$ cat config.mk
export PLATFORM = sky130hd
export DESIGN_NAME = icache_miss_fsm
export DESIGN_NICKNAME = d
export VERILOG_FILES = /design/src/verilog/icache_pkg.sv /design/src/verilog/mem_bus_pkg.sv /design/src/verilog/icache_miss_fsm.sv
export SDC_FILE = /design/constraint.sdc
export NUM_CORES = 1
export LEC_CHECK = 0
export ABC_AREA = 0
export BUFFER_PORTS_ARGS = -buffer_cell sky130_fd_sc_hd__buf_2
export CAP_MARGIN = 20
export CORE_MARGIN = 2
export CORE_UTILIZATION = 41
export CTS_CLUSTER_SIZE = 16
export DETAILED_ROUTE_END_ITERATION = 10
export GPL_ROUTABILITY_DRIVEN = 1
export PLACE_DENSITY_LB_ADDON = 0.1
export SLEW_MARGIN = 20
export SYNTH_ARGS = -nofsm -noshare
export SYNTH_HDL_FRONTEND = slang
export SYNTH_SLANG_ARGS = --single-unit
$ cat constraint.sdc
create_clock -name clock -period 1.6 [get_ports clock]
set_input_delay 0.08 -clock clock [delete_from_list [all_inputs] [get_ports clock]]
set_output_delay 0.08 -clock clock [all_outputs]
set_load 0.03 [all_outputs]
$ cat src/verilog/icache_pkg.sv
`default_nettype none

package icache_pkg;

    localparam int CACHE_LINES      = 32;
    localparam int CACHE_INDEX_BITS = 5;

    // address bits 15..3 split into tag and index
    localparam int CACHE_TAG_BITS = 13 - CACHE_INDEX_BITS;

    typedef enum logic [1:0] {
        MISS_IDLE    = 2'h0,
        MISS_REQUEST = 2'h1,   // load command on the bus
        MISS_WAIT    = 2'h2    // waiting for the tagged data
    } miss_state_e;

endpackage

`default_nettype wire

$ cat src/verilog/mem_bus_pkg.sv
`default_nettype none

package mem_bus_pkg;

    // commands the cache can place on the memory bus
    typedef enum logic [1:0] {
        BUS_NONE = 2'h0,
        BUS_LOAD = 2'h1
    } bus_command_e;

    localparam int XLEN = 32;               // fetch address width

    // a zero tag means no transaction
    localparam int MEM_TAG_BITS = 4;

    localparam int MEM_WORDS          = 256;   // 64-bit words in the backing store
    localparam int MEM_WORD_BITS      = 8;
    localparam int MEM_LATENCY_CYCLES = 6;     // acceptance to data strobe

endpackage

`default_nettype wire

$ cat src/verilog/icache_miss_fsm.sv
`timescale 1ns/1ps
`default_nettype none

module icache_miss_fsm
    import mem_bus_pkg::*;
    import icache_pkg::*;
(
    input  wire logic                    clock,
    input  wire logic                    reset,
    input  wire logic                    squash,
    input  wire logic [XLEN-1:0]         fetch_addr,
    input  wire logic                    hit,
    input  wire logic [MEM_TAG_BITS-1:0] mem_response,
    input  wire logic [MEM_TAG_BITS-1:0] mem_tag,
    output bus_command_e                 mem_command,
    output logic [XLEN-1:0]              mem_addr,
    output logic                         fill_enable
);

    logic [CACHE_INDEX_BITS-1:0] current_index;
    logic [CACHE_INDEX_BITS-1:0] last_index;
    logic [CACHE_TAG_BITS-1:0]   current_tag;
    logic [CACHE_TAG_BITS-1:0]   last_tag;
    logic [MEM_TAG_BITS-1:0]     expected_tag;
    logic                        force_change;   // next address counts as new
    logic                        changed_addr;
    logic                        tag_match;
    miss_state_e                 state;

    assign current_index = fetch_addr[CACHE_INDEX_BITS+2:3];
    assign current_tag   = fetch_addr[CACHE_TAG_BITS+CACHE_INDEX_BITS+2:CACHE_INDEX_BITS+3];

    assign changed_addr = force_change || (current_index != last_index) ||
                          (current_tag != last_tag);
    assign tag_match    = (expected_tag != '0) && (mem_tag == expected_tag);

    // the address must be stable for a cycle before a load goes out
    assign mem_command = (state == MISS_REQUEST && !changed_addr && !squash) ?
                         BUS_LOAD : BUS_NONE;
    assign mem_addr    = {fetch_addr[XLEN-1:3], 3'b000};   // line aligned

    // never write a line under an address that just moved away
    assign fill_enable = (state == MISS_WAIT) && tag_match && !changed_addr && !squash;

    always_ff @(posedge clock) begin
        if (reset || squash) begin
            force_change <= 1'b1;
            state        <= MISS_IDLE;
            expected_tag <= '0;
        end else begin
            force_change <= 1'b0;
            last_index   <= current_index;
            last_tag     <= current_tag;

            if (changed_addr) begin
                expected_tag <= '0;   // drop any miss in flight
                state        <= hit ? MISS_IDLE : MISS_REQUEST;
            end else begin
                case (state)
                    MISS_REQUEST: begin
                        // a zero response is a refusal so ask again next cycle
                        if (mem_response != '0) begin
                            expected_tag <= mem_response;
                            state        <= MISS_WAIT;
                        end
                    end
                    MISS_WAIT: begin
                        if (fill_enable) begin
                            expected_tag <= '0;
                            state        <= MISS_IDLE;
                        end
                    end
                    default: begin
                        state <= MISS_IDLE;
                    end
                endcase
            end
        end
    end

endmodule

`default_nettype wire

==> impl_results.md <==
- Status: finished with violations
- Failing checks: negative setup slack
- Final wirelength: approximately 2.2 mm
- Clock Path Buffers: 2
- Pleak: 0.0005526 uW
- Peak supply drop: around 0.00053 V
- CTS buffer count: 3
- Vias per cell: roughly 4.7
- Switching Fraction: between 20% and 30%
- GR Overflow Total: 0
- Gate power share: between 10% and 20%
- Switching pwr: around 270 uW
- Die width: roughly 58 um
- CP Class: reg2out
- Core ar.: 0.002758 sq mm
- Sequential area share after synthesis: approximately 45%
- Antenna Cells: 0
- Wire per inst: approximately 13 um
- Maximum number of pins on one net before global-route repair: 14
- Synth Register Bits: 20
- Power density over the cells: around 740 mW/mm^2
- Final Hold Fails: 0
- Synth Warn #: 0
- Ratio of cells with drive above 1 in the final layout: roughly 40%
- Dpl hpwl: around 1.7 mm
- Initial core utilization: between 40% and 50%
- 1st-pass router iterations: 3
- CP max stage cell: edfxtp_1
- Die Y: between 50 and 60 um
- Port bufs: 39
- Clk pwr share: a little under a quarter
- First-pass GRT wire length: between 3 and 4 mm
- CP max stage delay: between 300 and 400 ps
- Critical path endpoint category: output pin
- CTS root buf: clkbuf_4
- Max-slew violations: 0
- Sequential power share: between 50% and 60%
- Commonest cells after routing, fill and taps aside: 37 x buf_2, 13 x xor2_1, 13 x dlygate4sd3_1, 13 x edfxtp_1, 7 x dfxtp_1
- Worst-path clk slew: ~100 ps
- Hold WC Path Type: in2reg
- Final setup margin: -273.9 ps
- CP startpoint kind: register
- Setup-failing EPs final: 7
- Setup_tns: -971.6 ps
- Period utilization: 117.1%
- Die area: about 0.0033 sq mm
- Max Clock Freq: 533.7 MHz
- Syn avg cell area: 11.07 sq um
- Worst Path Max Fanout: 4
- Post-layout min period: 1874 ps
- Layout area overhead: 17.32%
- Commonest non-fill, non-tap cell in the layout: buf_2
- CTS sink cnt: 20
- CTS tree: built
- Vias in the first global route: 773
- Mapped Cells: ~110
- Vias: just under 800
- Internal cell power: 755.3 uW
- Clock Skew: about 4.6 ps
- Routability congestion estimate: approximately 0.76
- Final ANT Viol Nets: 0
- DRC: 0
- Final core utilization: 50.41%
- FP Rows: 19
- Critical Path RT: between 1500 and 2000 ps
- Worst path top cell family by delay: simple AND/OR/NAND/NOR gates
- WP data arrival: 1790 ps
- Clk Latency, worst-skew pair: 290 ps
- RSZ-0062 raised after global routing: true
- Total Routing Usage GR: 13.17%
- H-tree levels: 1
- Worst path cell trace: xor2_1 -> nor4_2 -> nand4_2 -> nor3_2 -> buf_4
- Initial antenna violation count: 0
- Nets: ~180
- Post-synthesis cell area: 0.001185 sq mm
- Worst path buffer plus inverter count: 1
- I/O pin cnt: 79
- Synth cell types: 26
- Iteration-0 DRC Markers: 15
- Max Cap Viol: 0
[power groups by stage]
| stage | Combinational, uW | Sequential, uW | Clock [uW] |
|---|---|---|---|
| final | 202 | 587 | 242 |
| after global routing | 219 | 590 | 282 |
| after CTS | 203 | 588 | 257 |
| after detailed placement | 178 | 600 | 0 |
| after global placement | 175 | 598 | 0 |
| after floorplan | 214 | 597 | 0 |
[worst paths after layout]
| kind | from | end | slack [ps] | depth (start not counted) |
|---|---|---|---|---|
| hold / removal | mem_response[3] | expected_tag[3] | 30 | 3 |
| hold reg to reg | expected_tag[0] | expected_tag[0] | 520 | 2 |
| setup / recovery | last_tag[1] | mem_command[0] | -270 | 5 |
| setup reg to reg | last_tag[1] | expected_tag[2] | -100 | 6 |
[logic make-up after synthesis]
kind of cell | after synthesis | synth area share, %
AND/OR/NAND/NOR | 24 | 14.04
AO/OA/AOI/OAI | 11 | 6.864
multiplexers | 1 | 0.9503
other | 1 | 0.3165
flip-flops | 20 | 44.77
XOR/XNOR | 16 | 11.83
buffers and inverters | 34 | 21.22
[cell type report]
cell class                      instances  area [sq um]
Inverter                                1         3.754
Clock buffer                            4         26.28
Tap cell                               31         38.79
Fill cell                             263          1368
Multi-Input combinational cell         56         434.2
Timing Repair Buffer                   55         356.6
Sequential cell                        20         530.5
[timing repair]
action,in CTS,in global routing
pin swaps,2,2
setup buffers,0,1
hold buffers,13,0
endpoints found under the setup margin,8,8
resized for setup,2,3
endpoints found under the hold margin,13,0
[per-layer routing]
layer,GRT usage (%),vias up,wire [um]
li1,-,396,-
met1,16.03,356,902
met2,21.92,37,1026
met3,4.018,4,206
met4,4.983,0,14
met5,0,-,0
[through the flow]
stage	cells	total power, uW	worst slack [ps]	cell area, sq um	hold slack [ps]
floorplan	110	811.5	-11.31	1206	178.9
global placement	149	772.9	-9.727	1207	160.2
detailed placement	149	778.0	-67.33	1207	160.2
CTS	166	1048	-334.7	1369	23.53
global route	167	1090	-424.5	1390	25.81
finish	167	1030	-273.9	1390	30.90
[sequential cells by signal (all words and copies together), names as in the netlist]
name	count
last_tag	8
last_index	5
state	2
expected_tag	4
force_change	1
[worst min-delay path: stages]
cell      delay (ps)
buf_2            100
nand2_1           50
a211oi_1          50
[synth_stat cells]
library cell  count  area (sq um)
buf_4            33         247.7
edfxtp_1         13         390.4
xor2_1           13         113.9
dfxtp_1           7         140.1
a211oi_1          5         37.54
nand2_1           4         15.01
nor2_1            4         15.01
o211ai_1          4         30.03
nor3_1            3         15.01
xnor2_1           3         26.28
nor2b_1           2         12.51
nor4_2            2         25.02
a21oi_2           1         8.760
and2_1            1         6.260
clkinv_1          1         3.750
conb_1            1         3.750
mux2_1            1         11.26
nand2_2           1         6.260
nand2b_1          1         6.260
nand4_1           1         6.260
nand4_2           1         12.51
nor3b_1           1         7.510
nor4_4            1         21.27
o21ai_0           1         5.000
or3_1             1         6.260
or4_4             1         11.26
No activity file was read; power rests on OpenSTA's default activity.
