--- src/verilog/mem_bus_pkg.sv ---
`default_nettype none

package mem_bus_pkg;

    // commands the cache can place on the memory bus
    typedef enum logic [1:0] {
        BUS_NONE = 2'h0,
        BUS_LOAD = 2'h1
    } bus_command_e;

    localparam int XLEN = 32;               // fetch address width

    // a zero tag means no transaction
    localparam int MEM_TAG_BITS = 4;

    localparam int MEM_WORDS          = 256;   // 64-bit words in the backing store
    localparam int MEM_WORD_BITS      = 8;
    localparam int MEM_LATENCY_CYCLES = 6;     // acceptance to data strobe

endpackage

`default_nettype wire

--- src/verilog/mem_latency_timer.sv ---
`timescale 1ns/1ps
`default_nettype none

module mem_latency_timer
    import mem_bus_pkg::*;
(
    input  wire logic                     clock,
    input  wire logic                     reset,
    input  wire bus_command_e             mem_command,
    input  wire logic [XLEN-1:0]          mem_addr,
    input  wire logic                     load_enable,
    output logic [MEM_TAG_BITS-1:0]       mem_response,
    output logic [MEM_WORD_BITS-1:0]      read_addr,
    input  wire logic [63:0]              read_data,
    output logic [MEM_TAG_BITS-1:0]       mem_tag,
    output logic [63:0]                   mem_data
);

    logic [MEM_TAG_BITS-1:0]  next_tag;
    logic                     accept;
    logic [MEM_TAG_BITS-1:0]  tag_pipe  [MEM_LATENCY_CYCLES];
    logic [MEM_WORD_BITS-1:0] addr_pipe [MEM_LATENCY_CYCLES];

    // preload writes hold off every new load
    assign accept       = (mem_command == BUS_LOAD) && !load_enable;
    assign mem_response = accept ? next_tag : '0;

    assign read_addr = addr_pipe[MEM_LATENCY_CYCLES-1];
    assign mem_tag   = tag_pipe[MEM_LATENCY_CYCLES-1];
    assign mem_data  = read_data;   // word is read as it leaves the pipe

    always_ff @(posedge clock) begin
        if (reset) begin
            next_tag <= MEM_TAG_BITS'(1);
        end else if (accept) begin
            next_tag <= (next_tag == '1) ? MEM_TAG_BITS'(1) : next_tag + 1'b1;   // skip zero
        end
    end

    always_ff @(posedge clock) begin
        if (reset) begin
            for (int i = 0; i < MEM_LATENCY_CYCLES; i++) begin
                tag_pipe[i] <= '0;
            end
        end else begin
            tag_pipe[0] <= mem_response;
            for (int i = 1; i < MEM_LATENCY_CYCLES; i++) begin
                tag_pipe[i] <= tag_pipe[i-1];
            end
        end
    end

    always_ff @(posedge clock) begin
        addr_pipe[0] <= mem_addr[MEM_WORD_BITS+2:3];   // higher bits ignored
        for (int i = 1; i < MEM_LATENCY_CYCLES; i++) begin
            addr_pipe[i] <= addr_pipe[i-1];
        end
    end

endmodule

`default_nettype wire

--- config.mk ---
export PLATFORM = sky130hd
export DESIGN_NAME = mem_latency_timer
export DESIGN_NICKNAME = d
export VERILOG_FILES = /design/src/verilog/mem_bus_pkg.sv /design/src/verilog/mem_latency_timer.sv
export SDC_FILE = /design/constraint.sdc
export NUM_CORES = 1
export LEC_CHECK = 0
export ABC_CLOCK_PERIOD_IN_PS = 1350
export BUFFER_PORTS_ARGS = -buffer_cell sky130_fd_sc_hd__buf_2
export CAP_MARGIN = 20
export CORE_ASPECT_RATIO = 1.1
export CORE_UTILIZATION = 39
export DETAILED_ROUTE_END_ITERATION = 10
export PLACE_DENSITY = 0.79
export SYNTH_ARGS = -nofsm -noshare
export SYNTH_HDL_FRONTEND = slang
export SYNTH_SLANG_ARGS = --single-unit
--- constraint.sdc ---
create_clock -name clock -period 1.35 [get_ports clock]
set_input_delay 0.135 -clock clock [delete_from_list [all_inputs] [get_ports clock]]
set_output_delay 0.135 -clock clock [all_outputs]
set_load 0.1 [all_outputs]
==> run_results.csv, run 1 <==
group,metric,value,unit
sta,whs,0.2070,ns
cells_and_area,diodes,0,
global_routing,grt_pass1_wl,4395,um
setup_path,reg2reg_slack,0.19,ns
synth,ys_warn_count,0,
global_routing,grt_max_degree,26,
clock_tree,numCtsBuffers,9,
clock_tree,cts.sinks,76,
global_routing,antenna_found_initial,0,
drt,via_count,1009,
setup_path,path_class,"flip-flop to output port",
synth,avgSynthCellArea,12.06,um^2
sta,hold_violations,0,
placed_design,place_ws,0.09079,ns
cells_and_area,layout-drive-gt1-share,28.81,%
clock_tree,clk_pin_slew_worst_paths,0.07,ns
clock_tree,cts_root_buffer,"clkbuf_8",
clock_tree,cts_max_level,3,
setup_path,crit_chain,"and2_2 -> buf_12",
synth,synthCells,194,
setup_path,required,1.22,ns
drt,route.detailed.drc,0,
cells_and_area,finalNonFillerCells,254,
synth,synth_area,2340,um^2
sta,fin_crit_sh,95.05,%
clock_tree,clk_path_buf_depth,2,
setup_path,crit_path_max_fanout,6,
drt,first_pass_iters,4,
drt,drt-vias-per-instance,3.972,
placed_design,place.gp.congestion,0.6836,
floorplan,boundaryPins,181,
synth,synth_seq_cells,76,
global_routing,grt_overflow,0,
sta,rsz0062_at_grt,"no",
job,drv_cap,0,
worst_hold_path,hold_class,"primary input to flip-flop",
cells_and_area,nNetsFinal,274,
setup_path,cp_slowest_stage_delay,0.43,ns
sta,fin_crit,1.283,ns
sta,tightest_slew,0.4946,ns
power,p_leak,1.025,nW
placed_design,dpl.hpwl,2069,um
power,ir_worst_vdd,0.001035,V
clock_tree,cts_tree,"built",
clock_tree,clk_latency,0.34,ns
drt,antenna_left,0,
floorplan,die_w,75.85,um
floorplan,dieArea,6313,um^2
drt,wl,2965,um
sta,setup_ws,0.06682,ns
floorplan,initial_utilization,40.56,%
setup_path,slowest_stage,"dfxtp_1",
placed_design,dpl-instance-area,2131,um^2
floorplan,die_h,83.24,um
global_routing,first_global_vias,896,
setup_path,critPathLaunchType,"flip-flop",
sta,finalSetupTns,0,ns
floorplan,fp-row-count,29,
cells_and_area,syn_to_final_growth,4.011,%
floorplan,core,5769,um^2
synth,syn_nets,296,
sta,final-max-slew-violation-count,0,
sta,fin_skew,0.004570,ns
run_status,status,"completed",
drt,routedWlPerCell,11.67,um
power,power_density,1800,nW/um^2
global_routing,grt_use_total,10.26,%
drt,drt_iter0_drc,22,
sta,setup_viol,0,
sta,fmax,779.3,MHz
sta,maxSlewHeadroom,67.25,%
synth,synth_cell_type_count,18,
placed_design,io_buffers,28,
synth,ys_seq_area_share,65.03,%
setup_path,arrival,1.15,ns
cells_and_area,fin_area,2434,um^2
placed_design,dp.cells,230,
setup_path,crit_path_end_kind,"output port",
-- sequential cells by signal, summed over array words and instances (netlist names) --
signal	flops
addr_pipe	48
next_tag	4
tag_pipe	24
-- layout by cell type, fill, tap and decap left out, types with 2 or more instances in the layout --
cell type,count
dlygate4sd3_1,8
buf_12,4
buf_2,24
nor2_1,3
nand3_1,3
dfxtp_1,76
inv_6,2
and2_1,4
clkbuf_8,9
nand2_1,4
bufinv_16,2
and2_2,4
nor2b_1,20
-- cell type report --
class	count	area, um^2
clock inverter	7	98.84
sequential	76	1521
clock buffer	9	123.9
tap	77	96.34
fill	542	3336
multi-input combinational	48	305.3
timing repair buffer	37	287.8
-- stage by stage --
| stage | total power, mW | utilization [%] |
|---|---|---|
| 5_1_grt | 4.587 | 42.18 |
| 3_5_place_dp | 2.574 | 36.93 |
| 6_report | 4.381 | 42.18 |
| 3_3_place_gp | 2.567 | 36.93 |
| 2_1_floorplan | 3.416 | - |
| 4_1_cts | 4.448 | 42.18 |
-- Yosys cell counts --
cell	count	share of area (%)
a21oi_1	1	0.21
a31oi_1	1	0.27
and2_1	8	2.1
and3_1	1	0.27
and4bb_2	1	0.53
buf_4	68	22
clkbuf_1	2	0.32
dfxtp_1	76	65
ha_1	1	0.53
nand2_1	4	0.64
nand3_1	3	0.64
nor2_1	3	0.48
nor2b_1	20	5.3
nor3b_1	1	0.32
o21bai_1	1	0.32
or3_1	1	0.27
or3b_4	1	0.48
xnor2_1	1	0.37
-- final timing paths --
check                                               from                        to  cells past startpoint
worst max register to register  next_tag[0]$_SDFFE_PP1N_  next_tag[2]$_SDFFE_PP0N_                      4
worst min-delay path                               reset  next_tag[2]$_SDFFE_PP0N_                      2
worst max-delay path            next_tag[2]$_SDFFE_PP0N_           mem_response[2]                      2
worst min register to register   addr_pipe[2][7]$_DFF_P_   addr_pipe[3][7]$_DFF_P_                      0
-- power breakdown --
group	internal, mW	switching (mW)
sequential	2.32	0.0208
clock	1.05	0.791
combinational	0.0550	0.139
total	3.43	0.951
-- what timing repair did --
item,4_1_cts,5_1_grt
hold endpoints to repair,8,0
hold buffers,8,0
gates resized for setup,0,0
buffers inserted,0,0
-- logic make-up after synthesis --
family,Yosys count,synth area share [%]
flip-flops,76,65.03
buffers and inverters,70,22.14
AND/OR/NAND/NOR,43,11.12
AO/OA/AOI/OAI,3,0.8022
XOR/XNOR,1,0.3744
adder cells (fa/ha/maj),1,0.5347
-- layer usage --
| layer | global-route usage (%) | up-vias | wire length [um] |
|---|---|---|---|
| met4 | 7.744 | 0 | 91 |
| li1 | - | 489 | - |
| met1 | 9.112 | 423 | 1016 |
| met5 | 2.778 | - | 0 |
| met3 | 11.41 | 16 | 611 |
| met2 | 12.55 | 81 | 1246 |
-- worst max-delay path, delay by kind of cell, from the launching register on --
kind	cells	cell delay [ns]
flops	1	0.43
simple gates	1	0.21
buf+inv	1	0.17
Note: power is estimated with default switching activity, not from simulation.
==> run 2: changes to the inputs <==
Settings changed: REMOVE_ABC_BUFFERS set to 1.
==> run_results.csv, run 2 (synthesized netlist as in run 1, its figures left out) <==
group,metric,value,unit
run_status,status,"completed",
clock_tree,clk_pin_slew_worst_paths,0.07,ns
cells_and_area,fin_area,2375,um^2
clock_tree,cts_max_level,3,
setup_path,crit_path_end_kind,"output port",
sta,fmax,787.0,MHz
sta,setup_ws,0.07933,ns
clock_tree,clk_latency,0.33,ns
setup_path,crit_path_max_fanout,6,
cells_and_area,largest_reg_flops,48,
sta,fin_crit_sh,94.12,%
global_routing,grt_pass1_wl,8549,um
floorplan,boundaryPins,181,
setup_path,r2r_cells,4,
setup_path,crit_chain,"and2_1 -> buf_12",
power,ir_worst_vdd,0.0005936,V
cells_and_area,nNetsFinal,274,
drt,via_count,1062,
floorplan,initial_utilization,40.56,%
setup_path,endpoint,"mem_response[0]",
setup_path,critPathLaunchType,"flip-flop",
clock_tree,cts_tree,"built",
power,combPwrFrac,4.9,%
job,drv_cap,0,
placed_design,io_buffers,28,
setup_path,cp_slowest_stage_delay,0.42,ns
power,p_int,3.132,mW
clock_tree,numCtsBuffers,9,
global_routing,first_global_vias,867,
sta,tightest_slew,0.4867,ns
global_routing,grt_overflow,0,
sta,rsz0062_at_grt,"no",
power,swShare,21.18,%
power,power_density,1673,nW/um^2
setup_path,slowest_stage,"dfxtp_1",
setup_path,reg2reg_slack,0.17,ns
cells_and_area,mostFrequentLayoutCells,"dfxtp_1, buf_2, nor2b_1",
floorplan,fp-row-count,29,
setup_path,required,1.22,ns
clock_tree,cts-resized-gates,0,
drt,antenna_left,0,
global_routing,grt_max_degree,26,
sta,hold_violations,0,
worst_hold_path,hold_class,"primary input to flip-flop",
floorplan,die_w,75.85,um
cells_and_area,finalCoreUtilization,41.16,%
power,finalPower,3.974,mW
placed_design,place_ws,0.09783,ns
setup_path,path_class,"flip-flop to output port",
global_routing,antenna_found_initial,0,
setup_path,r2r_end,"next_tag[2]$_SDFFE_PP0N_",
cells_and_area,layout-drive-gt1-share,25.00,%
sta,whs,0.2231,ns
floorplan,core,5769,um^2
cells_and_area,final_common_cell,"dfxtp_1",
clock_tree,post-cts-setup-buffer-count,0,
drt,routedWlPerCell,28.83,um
floorplan,die_h,83.24,um
sta,final-max-slew-violation-count,0,
cells_and_area,reg_top3,"addr_pipe: 48 flops, tag_pipe: 24 flops, next_tag: 4 flops",
sta,fin_crit,1.271,ns
placed_design,dpl-instance-area,2126,um^2
sta,fin_skew,0.006671,ns
drt,drt_iter0_drc,45,
clock_tree,clk_path_buf_depth,2,
sta,maxSlewHeadroom,67.78,%
cells_and_area,diodes,0,
worst_hold_path,hp-start,"reset",
clock_tree,cts_root_buffer,"clkbuf_8",
placed_design,place.gp.congestion,0.7840,
setup_path,arrival,1.14,ns
power,pwr-share-seq,59.0,%
power,p_switching,841.6,uW
drt,drt-vias-per-instance,4.198,
worst_hold_path,hold_depth,2,
drt,first_pass_iters,7,
power,clockPowerShare,36.1,%
sta,setup_viol,0,
drt,wl,7293,um
global_routing,grt_use_total,23.39,%
clock_tree,cts.sinks,76,
cells_and_area,largest-register,"addr_pipe",
floorplan,dieArea,6313,um^2
setup_path,reg2reg_from,"next_tag[0]$_SDFFE_PP1N_",
cells_and_area,syn_to_final_growth,1.497,%
drt,route.detailed.drc,0,
power,p_leak,1.001,nW
setup_path,cp-startpoint,"next_tag[0]$_SDFFE_PP1N_",
==> run 2: cell types whose count changed in the layout (fill, tap and decap cells not counted), sizes merged <==
| cell | previous run | this run |
|---|---|---|
| clkbuf | 9 | 13 |
| bufinv | 2 | 0 |
| inv | 2 | 0 |
| clkinvlp | 1 | 0 |
==> run 2: through the flow <==
| stage | setup TNS (ns) | cells |
|---|---|---|
| detailed placement | 0 | 230 |
| global placement | 0 | 230 |
| CTS | 0 | 253 |
| finish | 0 | 253 |
| global route | 0 | 253 |
| floorplan | -0.5156 | 124 |
==> run 2: how the worst min path moves through the flow <==
stage	end	slack, ns
after floorplan	addr_pipe[0][0]$_DFF_P_	0.16
after global placement	addr_pipe[0][0]$_DFF_P_	0.24
after detailed placement	addr_pipe[0][0]$_DFF_P_	0.24
after CTS	next_tag[2]$_SDFFE_PP0N_	0.20
after global routing	next_tag[2]$_SDFFE_PP0N_	0.23
final	next_tag[2]$_SDFFE_PP0N_	0.22
==> run 2: area by class of cell <==
class / count / area [um^2]
Fill cell: 554 / 3395
Sequential cell: 76 / 1521
Multi-Input combinational cell: 48 / 300.3
Timing Repair Buffer: 37 / 287.8
Clock buffer: 13 / 158.9
Tap cell: 77 / 96.34
Clock inverter: 2 / 10.01
==> run 2: what timing repair did <==
action,CTS,global route
hold buffers,8,0
endpoints found under the setup margin,0,0
hold endpoints to repair,8,0
==> run 2: worst max-delay path: cells and delay by family (launching register included) <==
kind          cells  cell delay (ns)
simple gates      1             0.21
flops             1             0.42
buf+inv           1             0.18
==> run 2: layer usage <==
metal | up-vias | wire (um) | track usage, %
li1 | 485 | - | -
met1 | 429 | 1163 | 9.084
met2 | 121 | 3760 | 41.19
met3 | 27 | 1754 | 25.73
met4 | 0 | 614 | 18.18
met5 | - | 0 | 0
==> run 2: power by group through the flow <==
stage,sequential (mW),clock [mW],combinational [mW]
finish,2.34,1.43,0.195
global route,2.35,1.60,0.204
CTS,2.35,1.48,0.195
detailed placement,2.40,0,0.177
global placement,2.39,0,0.174
floorplan,2.48,0,0.0304
